`config.mk`:
```
export PLATFORM = sky130hd
export DESIGN_NAME = box_tracker
export DESIGN_NICKNAME = d
export VERILOG_FILES = /design/src/vision_pkg.sv /design/src/box_tracker.sv
export SDC_FILE = /design/constraint.sdc
export NUM_CORES = 1
export LEC_CHECK = 0
export BUFFER_PORTS_ARGS = -buffer_cell sky130_fd_sc_hd__buf_2
export CORE_MARGIN = 10
export CORE_UTILIZATION = 25
export DETAILED_ROUTE_END_ITERATION = 10
export MAX_ROUTING_LAYER = met4
export PLACE_DENSITY = 0.46
export SETUP_SLACK_MARGIN = 0.3
export SYNTH_ARGS = -nofsm -noshare
export SYNTH_HDL_FRONTEND = slang
export SYNTH_SLANG_ARGS = --single-unit
```
`constraint.sdc`:
```
create_clock -name clk -period 3 [get_ports clk]
set_input_delay 0.15 -clock clk [delete_from_list [all_inputs] [get_ports clk]]
set_output_delay 0.15 -clock clk [all_outputs]
set_load 0.005 [all_outputs]
```
`src/vision_pkg.sv`:
```
package vision_pkg;

    typedef logic [10:0] coord_t;

    typedef struct packed {
        logic [7:0] r;
        logic [7:0] g;
        logic [7:0] b;
    } rgb_t;

    typedef struct packed {
        rgb_t pix;
        logic sop;
        logic eop;
    } beat_t;

    // Order is also the edge priority in the overlay
    typedef enum logic [2:0] {
        CLR_NONE   = 3'd0,
        CLR_RED    = 3'd1,
        CLR_BLUE   = 3'd2,
        CLR_GREEN  = 3'd3,
        CLR_YELLOW = 3'd4
    } colour_e;

    typedef struct packed {
        beat_t   beat;
        logic    video;
        coord_t  x;
        coord_t  y;
        colour_e colour;
    } tagged_t;

    typedef struct packed {
        coord_t left;
        coord_t right;
        coord_t top;
        coord_t bottom;
    } box_t;

    typedef box_t [4:1] box_set_t;   // Indexed by colour_e

    localparam logic [7:0] CLASS_HI = 8'hC0;
    localparam logic [7:0] CLASS_LO = 8'h40;

    localparam rgb_t COL_RED    = 24'hFF0000;
    localparam rgb_t COL_BLUE   = 24'hCCFFFF;
    localparam rgb_t COL_GREEN  = 24'h00FF00;
    localparam rgb_t COL_YELLOW = 24'hFFFF00;

    // Display colour of a class
    function automatic rgb_t class_rgb(colour_e c);
        case (c)
            CLR_RED:    return COL_RED;
            CLR_BLUE:   return COL_BLUE;
            CLR_GREEN:  return COL_GREEN;
            CLR_YELLOW: return COL_YELLOW;
            default:    return '0;
        endcase
    endfunction

endpackage

```
`src/box_tracker.sv`:
```
`timescale 1ns/1ps

module box_tracker import vision_pkg::*; #(
    parameter int IMAGE_W      = 640,
    parameter int IMAGE_H      = 480,
    parameter int MSG_INTERVAL = 30
) (
    input  logic     clk,
    input  logic     reset_n,
    input  tagged_t  tag,
    input  logic     tag_fire,
    output box_set_t boxes,
    output logic     report_start
);

    localparam int CNT_W = $clog2(MSG_INTERVAL + 1);

    box_set_t         run_q;
    box_set_t         run_d;
    logic [CNT_W-1:0] frame_cnt;
    logic             frame_end;

    assign frame_end = tag_fire & tag.video & tag.beat.eop;

    ////////////////////////////////
    // Running boxes
    always_comb begin
        run_d = run_q;
        if (tag.beat.sop) begin
            for (int c = 1; c <= 4; c++) begin
                run_d[c].left   = coord_t'(IMAGE_W - 1);
                run_d[c].right  = '0;
                run_d[c].top    = coord_t'(IMAGE_H - 1);
                run_d[c].bottom = '0;
            end
        end else if (tag.video && tag.colour != CLR_NONE) begin
            if (tag.x < run_q[tag.colour].left) begin
                run_d[tag.colour].left = tag.x;
            end
            if (tag.x > run_q[tag.colour].right) begin
                run_d[tag.colour].right = tag.x;
            end
            if (tag.y < run_q[tag.colour].top) begin
                run_d[tag.colour].top = tag.y;
            end
            if (tag.y > run_q[tag.colour].bottom) begin
                run_d[tag.colour].bottom = tag.y;
            end
        end
    end

    always_ff @(posedge clk) begin
        if (tag_fire) begin
            run_q <= run_d;
        end
    end

    ////////////////////////////////
    // Frame end latch and report trigger
    always_ff @(posedge clk) begin
        if (!reset_n) begin
            boxes        <= '0;
            frame_cnt    <= '0;
            report_start <= 1'b0;
        end else begin
            report_start <= 1'b0;
            if (frame_end) begin
                boxes <= run_d;   // Includes the eop pixel itself
                if (frame_cnt == '0) begin
                    frame_cnt    <= CNT_W'(MSG_INTERVAL - 1);
                    report_start <= 1'b1;
                end else begin
                    frame_cnt <= frame_cnt - 1'b1;
                end
            end
        end
    end

endmodule

```
* Word level (Yosys, flattened, before mapping)
Index checks and enable logic that the tools add are counted.
Cells by class: reductions and logical operators 5, muxes and demuxes 28, magnitude comparators 6, $add $sub $neg 1, bitwise operators 2
Operators with widths (count):
- two-way mux 176 bit | 12
- bitwise mux 176 bit | 4
- demux 44 bit (select 3 bit) | 4
- binary-select mux 44 bit (select 3 bit) | 1
- two-way mux 44 bit | 2
- two-way mux 33 bit | 1
- > comparator 11 bit | 2
- < comparator 11 bit | 2
- two-way mux 22 bit | 1
- two-way mux 11 bit | 1
- logical NOT 5 bit | 1
- two-way mux 5 bit | 1
- subtractor 5 x 1 -> 5 bit (second input constant) | 1
- < comparator 3 x 4 -> 1 bit (second input constant) | 1
- greater-or-equal comparator 3 x 1 -> 1 bit (second input constant) | 1
- nonzero test 3 bit | 1
- bitwise AND 1 bit | 2
- logical AND 1 bit | 2
- AND reduction 2 bit | 1
- two-way mux 1 bit | 1
Word-level totals: word-level logic and storage cells 76, output and inout port bits 177, bits in registers 358

* Longest topological paths before layout
Gate-level depths: netlist (run 1).
depth after elaboration 20, gate-level depth with buffers 15

* Least setup slack after synthesis (run 1)
No wires, ideal clock.
path type input -> register, from in tag[2] in the netlist's numbering, to reg run_q[88] in the netlist's numbering (data pin), library setup time 0.266 ns, stages 13, required time 2.734 ns, data arrival time 2.942 ns, path slack -0.208 ns, path through buf_4 -> and3b_1 -> buf_2 -> buf_1 -> a221oi_1 -> ha_1 -> a21o_1 -> a21o_1 -> a2111oi_4 -> or3_1 -> buf_4 -> mux2i_1 -> nor2_1
RTL lines:
- start: declaration | RTL line box_tracker.sv:10 | input tagged_t tag,
- end signal: assignment | RTL line box_tracker.sv:54 | run_q <= run_d;
- end: declaration | RTL line box_tracker.sv:18 | box_set_t run_q;

==> results of run 1 <==
metrics by stage:
step	TNS [ns]	cells	total power, uW	area (um2)
floorplan	0	1602	6360	16700
global placement	-65.66	2696	7070	19700
detailed placement	-80.21	2696	7090	19700
CTS	0	2814	12400	22300
global route	-0.729	2862	13200	24500
finish	0	2864	12700	24500
logic make-up (layout without fill, tap and decap cells):
| kind of cell | count (synthesis) | count (layout) | synth area share |
|---|---|---|---|
| AOI/OAI and AO/OA | 519 | 519 | 0.204 |
| and+or+nand+nor | 427 | 427 | 0.122 |
| DFF | 358 | 358 | 0.546 |
| buffers and inverters | 170 | 571 | 0.0435 |
| other | 0 | 6 | 0 |
| adders and majority gates | 43 | 43 | 0.0329 |
| xor gates and xnor gates | 2 | 2 | 0.00107 |
| muxes | 83 | 83 | 0.0508 |
cells in the final DEF (no fill, tap or decap), types with 10 or more instances in the layout:
master                      Yosys  layout
sky130_fd_sc_hd__buf_2         20     205
sky130_fd_sc_hd__dfxtp_1      182     182
sky130_fd_sc_hd__edfxtp_1     176     176
sky130_fd_sc_hd__buf_4         12     156
sky130_fd_sc_hd__nand2_1      153     144
sky130_fd_sc_hd__nand3_1      142      98
sky130_fd_sc_hd__nor2_1        84      80
sky130_fd_sc_hd__buf_6          0      76
sky130_fd_sc_hd__o21ai_0      197      72
sky130_fd_sc_hd__o21ai_1       32      67
sky130_fd_sc_hd__mux2i_4        0      67
sky130_fd_sc_hd__o21ai_2        0      60
sky130_fd_sc_hd__a22o_1        59      59
sky130_fd_sc_hd__clkbuf_16      0      54
sky130_fd_sc_hd__a31oi_1       58      52
sky130_fd_sc_hd__o211ai_1      44      44
sky130_fd_sc_hd__ha_1          43      41
sky130_fd_sc_hd__a21oi_1       41      31
sky130_fd_sc_hd__nand3_2        0      31
sky130_fd_sc_hd__o21ai_4        0      30
sky130_fd_sc_hd__a221oi_2       0      29
sky130_fd_sc_hd__buf_12         0      24
sky130_fd_sc_hd__clkbuf_1     120      20
sky130_fd_sc_hd__mux2i_2        0      13
sky130_fd_sc_hd__nand3_4        0      13
sky130_fd_sc_hd__inv_1         12      12
sky130_fd_sc_hd__a21oi_2        0      10
sky130_fd_sc_hd__a221oi_1      40      10
registers in the layout, summed over array words and instances (netlist names):
| name | count |
|---|---|
| boxes | 176 |
| run_q | 176 |
| frame_cnt | 5 |
| report_start | 1 |
routing by layer:
| metal | up-vias | global-route usage |
|---|---|---|
| met1 | 7346 | 0.213 |
| met2 | 433 | 0.283 |
| met5 | - | - |
| met4 | 0 | 0.0446 |
| met3 | 96 | 0.0326 |
| li1 | 6834 | - |
what timing repair did:
| item | CTS | global route |
|---|---|---|
| hold endpoints to repair | 26 | 0 |
| gates resized for setup | 190 | 387 |
| endpoints found under the setup margin | 278 | 352 |
| cloned | 6 | 14 |
| setup buffers | 31 | 30 |
| hold buffers | 3 | 0 |
| pin swaps | 53 | 173 |
area by class of cell:
class / count / area, um2 / share of cell area
Timing Repair Buffer: 480 / 3950 / 0.161
Clock inverter: 9 / 71.3 / 0.00291
Clock buffer: 69 / 1240 / 0.0508
Inverter: 13 / 48.8 / 0.00199
Tap cell: 855 / 1070 / 0.0437
Sequential cell: 358 / 8930 / 0.365
Antenna cell: 6 / 15.0 / 0.000613
Multi-Input combinational cell: 1074 / 9160 / 0.374
power by group through the flow:
stage | Clock, uW | Sequential [uW] | Combinational, uW
after CTS | 5150 | 5490 | 1770
final | 5010 | 5510 | 2220
after detailed placement | 0 | 5580 | 1510
after global routing | 5340 | 5530 | 2370
after floorplan | 0 | 5540 | 823
after global placement | 0 | 5580 | 1490
final timing paths:
kind	startpoint	to	slack (ns)	depth (start not counted)
worst max-delay path	run_q[146]	run_q[55]	0.06	12
worst min-delay path	tag[19]	boxes[82]	0.09	3
worst max register to register	run_q[146]	run_q[55]	0.06	12
worst min register to register	boxes[137]	boxes[137]	0.44	2
worst max-delay path, stage by stage (launching register included):
cell and delay (ns):
sky130_fd_sc_hd__edfxtp_1 0.47, sky130_fd_sc_hd__a22o_1 0.24, sky130_fd_sc_hd__a221oi_1 0.37, sky130_fd_sc_hd__ha_1 0.24, sky130_fd_sc_hd__and4_4 0.24, sky130_fd_sc_hd__a2111oi_4 0.04, sky130_fd_sc_hd__o31ai_2 0.31, sky130_fd_sc_hd__buf_4 0.18
sky130_fd_sc_hd__a31oi_4 0.04, sky130_fd_sc_hd__buf_6 0.16, sky130_fd_sc_hd__buf_16 0.15, sky130_fd_sc_hd__nand3_1 0.10, sky130_fd_sc_hd__nand3_1 0.09
==> results.md, run 1 <==
Clock tree:
- Clock tree synthesis inserted a total of 43 buffers.
- In this run the clock root is driven by a sky130_fd_sc_hd__clkbuf_16.
- The maximum level of the CTS H-tree is 2.
- The total number of clock tree sinks is 358.
- After clock tree synthesis, the clock-pin slew on the worst setup and hold paths is 0.06 ns.
- In this run the deepest clock path goes through 3 buffers.
- The clock tree from TritonCTS is built.
- The clock latency reported for the late side of the worst-skew pair is 0.57 ns.

Finish:
- For this run, the share of the core covered by cells in the final layout is 0.379.
- Compared with the post-synthesis result, the final layout area differs by 49.8%.
- The share of final-layout standard cells stronger than drive strength 1 is 0.429.
- Fill cells in the final layout number 6343.
- In the final design database the tool counted 2068 nets.

Synthesis:
- In the post-synthesis netlist, the biggest area contributors are sky130_fd_sc_hd__edfxtp_1 32%, sky130_fd_sc_hd__dfxtp_1 22%, sky130_fd_sc_hd__o21ai_0 6.0%.
- The number of enable-type register cells in the synthesized netlist is 176.
- The count of synthesis-stage warnings from yosys is 0.
- The net count after synthesis is 1700.
- Synthesis handed over a netlist of 1602 instances.
- The flip-flop cell with the highest count after synthesis is sky130_fd_sc_hd__dfxtp_1.
- The post-synth design cell area is 16300 um2.
- Of the post-synthesis cell area, the dominant cell type holds 0.323.
- For this run, the register share of the synthesized area comes to 0.546.
- The synthesized design contains 358 register bits.
- The cell with the most instances after synthesis is sky130_fd_sc_hd__o21ai_0.
- By count the netlist is led by 197 x sky130_fd_sc_hd__o21ai_0, 182 x sky130_fd_sc_hd__dfxtp_1, 176 x sky130_fd_sc_hd__edfxtp_1.
- The mean instance size in the synthesized netlist is 10.2 um2.
- The distinct cell type count of the synthesized netlist is 60.
- For this run, asynchronously set or reset flops after synthesis account for 0.
- The leading area contributor after synthesis is sky130_fd_sc_hd__edfxtp_1.

Global route:
- The aggregate global-route resource usage is 0.172.
- The number of global-route vias before repair is 14.6k.
- The pin count of the biggest net entering global routing is 100.
- The initial antenna violation count is 7.
- The first-pass GRT wire length is 96900 um.
- Summed over all layers, the global routing overflow is 0.

Drt:
- The average wire length per cell after detail routing is 23.5 um.
- The number of vias per cell after detailed routing is 5.14.
- The final route contains 14.7k vias.
- The count of nets left with antenna violations once routing finished came out at 0.
- Wires add up to 67300 um.
- In this run, the number of DRC markers left after iteration 0 of detailed routing was 1098.
- In the final routing, the length of wire on met1 measures 28600 um.
- The number of design rule violations left after detail routing is 0.
- The length of routed met2 wiring is 33300 um.
- Wire segments on met3 add up to 3700 um in the final route.
- For this run, the detailed router's first-pass iteration total came to 5.
- The uppermost metal layer occupied by signal nets is met4.

Timing:
- The worst-case setup margin in the final layout is 0.0605 ns.
- Clock skew on the completed layout was measured at 0.0137 ns.
- The number of hold violations in the final report was 0.
- In the finished design, the share of the clock period the worst path needs comes to 0.980.
- The final-report max-slew violation count is 0.
- Setup repair after global routing could not meet its margin everywhere.
- Setup violations remaining at the end of the flow were counted as 0.
- The final period demand of the worst path is 2.94 ns.
- The worst pin sits at a relative slew slack of 0.259.
- Across all hold checks on the routed design, the worst slack comes to 0.0946 ns.
- The transition time at the pin with the least slew margin is 1.11 ns.
- The maximum achievable frequency is 0.340 GHz.

Power and ir drop:
- The share of total power dissipated in sequential elements is 0.432.
- The share of total power in combinational logic is 0.174.
- In this run the static leakage power is 0.00900 uW.
- Cell internal power was estimated by the tool at 9260 uW.
- The clock network fraction of design power is 0.393.
- VDD sags by at most 337 uV.
- Summed over all nets, the switching power comes to 3490 uW.
- The share of total power consumed by net switching is 0.274.
- The ratio of total power to cell area is 520 nW/um2.

Floorplanning:
- For this configuration, the core starts out at a cell density of 0.253.
- The floorplan step defined a core boundary enclosing 64600 um2.
- The number of placed I/O pins is 232.
- The vertical die dimension is 276 um.
- Row generation in the floorplan step produced 93 rows.
- The horizontal die dimension is 276 um.
- The area of the die is 76000 um2.

Worst setup path:
- The worst setup path is launched from a register.
- Data arrives at the worst endpoint at 3.21 ns.
- The critical path is of the register to register type.
- In this run the worst path has a maximum fanout of 8.
- The data required time of the worst path is 3.27 ns.
- The nature of the critical path endpoint is a register.

Placed design:
- The HPWL after detailed placement is 45100 um.
- The congestion estimate from routability-driven global placement came to 0.835.
- OpenSTA, run right after detailed placement, puts the worst setup slack at -0.630 ns.
- Input and output buffers added on the ports amount to 207.

Hold path:
- The path class of the tightest hold or removal check is input port to register.

Flow run:
- Across the run, the number of max-cap violations was 0.

Status:
- The run finished with clean final reports.
Note: power is estimated with default switching activity, not from simulation.
==> run 2, diff against run 1 <==
--- a/config.mk
+++ b/config.mk
@@ -5,12 +5,12 @@
 export SDC_FILE = /design/constraint.sdc
 export NUM_CORES = 1
 export LEC_CHECK = 0
-export BUFFER_PORTS_ARGS = -buffer_cell sky130_fd_sc_hd__buf_2
 export CORE_MARGIN = 10
 export CORE_UTILIZATION = 25
 export DETAILED_ROUTE_END_ITERATION = 10
+export DONT_BUFFER_PORTS = 1
 export MAX_ROUTING_LAYER = met4
-export PLACE_DENSITY = 0.46
+export PLACE_DENSITY = 0.43
 export SETUP_SLACK_MARGIN = 0.3
 export SYNTH_ARGS = -nofsm -noshare
 export SYNTH_HDL_FRONTEND = slang
==> run 2 against run 1 <==
  * Critical endpoint is now run_q[65]
  * Global-route usage is 0.82 points higher
  * Clock-buffer cell count is 2 higher
  * The flow now finishes with violations (negative hold slack, negative setup slack)
  * Sequential share of layout area is 0.45 points higher
  * First-iteration DRC count is 7.0% lower
  * Register-to-register slack worse by 0.09 ns
  * Non-clock buffer count is 195 lower
==> results.md, run 2 (synthesized netlist as in run 1, its figures left out) <==
Finish:
- The library cells used most frequently in the layout, excluding fill and tap cells, are 182 x sky130_fd_sc_hd__dfxtp_1, 176 x sky130_fd_sc_hd__edfxtp_1, 143 x sky130_fd_sc_hd__nand2_1.
- In the final layout, the share of cells above drive strength 1 is 0.387.
- The final design utilization is 0.375.
- The combined area of the multi-input logic cells is 9630 um2.
- Leaving out fill and tap cells, the most frequent cell in the layout is sky130_fd_sc_hd__dfxtp_1.
- The register cell area after layout is 8930 um2.
- The area added between synthesis and finish is 48.0%.
- The fill cell instance count of the final layout is 6251.
- The largest registers in the layout are boxes x176, run_q x176, frame_cnt x5.
- For this run, the post-layout net count is 1873.

Status:
- The run finished, with violations left.
- The checks that failed: negative hold slack, negative setup slack.

Timing:
- The worst-case setup margin in the final layout is -0.0340 ns.
- Measured against its own limit, the worst slew margin works out to 0.0555.
- The setup clock skew after layout is 0.0374 ns.
- The final-report max-slew violation count is 0.
- The number of hold violations in the final report came to 285.
- The hold slack is -0.285 ns.
- The setup-violating endpoint count in the final report is 9.
- The final period demand of the worst path is 3.03 ns.
- The transition time at the pin with the least slew margin is 1.41 ns.
- Of the available clock period, the critical path in the final layout requires 1.01.
- Setup repair after global routing could not meet its margin everywhere.
- For this run, the top clock speed supported by timing is 0.330 GHz.

Floorplanning:
- The die is 276 um wide.
- The total area inside the core boundary comes to 64600 um2.
- The die covers 76000 um2.
- For this configuration, the core starts out at a cell density of 0.253.
- The cell row count is 93.
- The number of placed I/O pins is 232.
- The vertical die dimension is 276 um.

Power and ir drop:
- The share of total power in combinational logic is 0.160.
- The switching power total is 3480 uW.
- IR analysis of the VDD net gives a maximum drop of 411 uV.
- The total power is 12900 uW.
- Of the total power, registers draw 0.430.
- Of the total power, the share spent switching nets is 0.270.
- The clock network fraction of design power is 0.410.
- The internal power contribution is 9400 uW.
- The total leakage power is 0.00800 uW.
- The ratio of total power to cell area is 532 nW/um2.

Clock tree:
- No sink is reached through more buffers than the 3 on the longest clock path.
- Counting the buffers created by CTS gives 43.
- The clock latency reported for the late side of the worst-skew pair is 0.60 ns.
- The clock tree from TritonCTS is built.
- The clock net in this run drives a total of 358 sinks.
- Clock-pin slew was measured on the worst setup and hold paths at 0.06 ns.
- The maximum level of the CTS H-tree is 2.
- CTS placed an instance of sky130_fd_sc_hd__clkbuf_16 at the clock tree root.

Global route:
- met2 is the most crowded layer.
- The initial antenna violation count came to 1.
- The met2 usage in global routing is 0.298.
- The aggregate global-route resource usage is 0.180.
- The number of global-route vias before repair is 13.8k.
- The total overflow left after global routing is 0.
- For met1 alone, demand over resource in global routing was 0.211.
- Entering global routing, the biggest net connects 179 pins.
- In the global route stage, met3 resource usage came out at 0.0499.
- The first global-routing pass estimated 98800 um of wire.

Placed design:
- The quantity of I/O buffers inserted on ports is 0.
- Routability-driven placement finished with a final weighted congestion of 0.783.
- The placed wire-length estimate after detailed placement is 43000 um.
- Prior to clock tree synthesis, the placed netlist has a worst setup slack of -0.270 ns.

Worst setup path:
- In this run the number of cells on the critical path is 13.
- STA classifies the critical path endpoint as a register.
- On the critical path, the stage with the largest delay is an instance of sky130_fd_sc_hd__edfxtp_1.
- The biggest fanout along the worst timing path is 8.
- The cell depth of the worst flop-to-flop path is 13.
- Among cell families on the critical path, the largest total delay comes from compound AO/OA/AOI/OAI gates.
- In this design, the critical path's most frequently occurring cell is sky130_fd_sc_hd__buf_4.
- The critical path in this run is classified as register to register.
- The buffer and inverter count on the worst path is 4.
- The data required time of the worst path is 3.43 ns.
- At the worst endpoint, the arrival time is 3.46 ns.
- Traced cell by cell, the critical path runs through a22o_1 > a221oi_2 > buf_4 > ha_4 > and4_4 > a2111oi_4 > o31ai_2 > buf_4 > a31oi_4 > buf_6 > buf_16 > nand3_2 > a21oi_1.
- The startpoint kind of the worst setup timing path is a register.
- For this run, the slowest stage of the critical path takes 0.46 ns.

Hold path:
- The worst hold path was traced through 0 stages.
- The kind of path behind the tightest hold check is input port to register.

Flow run:
- Max-cap violations in this run came to 0.

Drt:
- The first TritonRoute pass finished after 5 iterations.
- Wires add up to 70600 um.
- The number of design rule violations left after detail routing is 0.
- The count of nets left with antenna violations after detail routing is 0.
- Dividing the detail-routed via count by the number of cells gives 5.30.
- The routed layout has 14.1k vias.
- The average wire length per cell after detail routing is 26.5 um.
- The first routing iteration left 1021 violations.
==> run 2: final cells by class <==
| cell class | count | share of cell area |
|---|---|---|
| clock buffers | 71 | 0.0548 |
| well taps | 855 | 0.0442 |
| diodes | 1 | 0.000103 |
| flip-flops and latches | 358 | 0.369 |
| inverters | 13 | 0.00202 |
| clock inverters | 9 | 0.00357 |
| repair buffers | 285 | 0.128 |
| multi-input cells | 1074 | 0.398 |
==> run 2: worst paths after layout <==
kind | startpoint | slack (ns) | end
min reg2reg | boxes[113] | 0.47 | boxes[113]
max | run_q[147] | -0.03 | run_q[65]
min | tag_fire | -0.29 | run_q[36]
max reg2reg | run_q[147] | -0.03 | run_q[65]
==> run 2: metal layers <==
| metal | up-vias | routed length, um |
|---|---|---|
| li1 | 6443 | - |
| met1 | 7180 | 28200 |
| met2 | 389 | 35000 |
| met3 | 108 | 5280 |
| met4 | 0 | 2170 |
| met5 | - | 0 |
==> run 2: timing repair <==
| action | CTS | global route |
|---|---|---|
| gates resized for setup | 188 | 442 |
| pin swaps | 87 | 200 |
| buffers inserted | 15 | 39 |
| endpoints found under the setup margin | 279 | 346 |
| cloned | 7 | 6 |
| hold buffers | 25 | 2 |
| hold endpoints to repair | 530 | 300 |
==> run 2: per-stage QoR <==
| step | cells | setup TNS (ns) | cell area [um2] |
|---|---|---|---|
| finish | 2666 | -0.0993 | 24200 |
| global route | 2665 | -2.95 | 24200 |
| CTS | 2618 | 0 | 21600 |
| detailed placement | 2491 | -20.28 | 18700 |
| global placement | 2491 | -11.34 | 18700 |
| floorplan | 1602 | 0 | 16700 |
==> run 2: power by group through the flow <==
stage                     Sequential, uW  Combinational [uW]  Clock (uW)
after floorplan                     5540                 823           0
after global placement              5620                1190           0
after detailed placement            5620                1210           0
after CTS                           5530                1580        5420
after global routing                5560                2190        5620
final                               5540                2060        5280
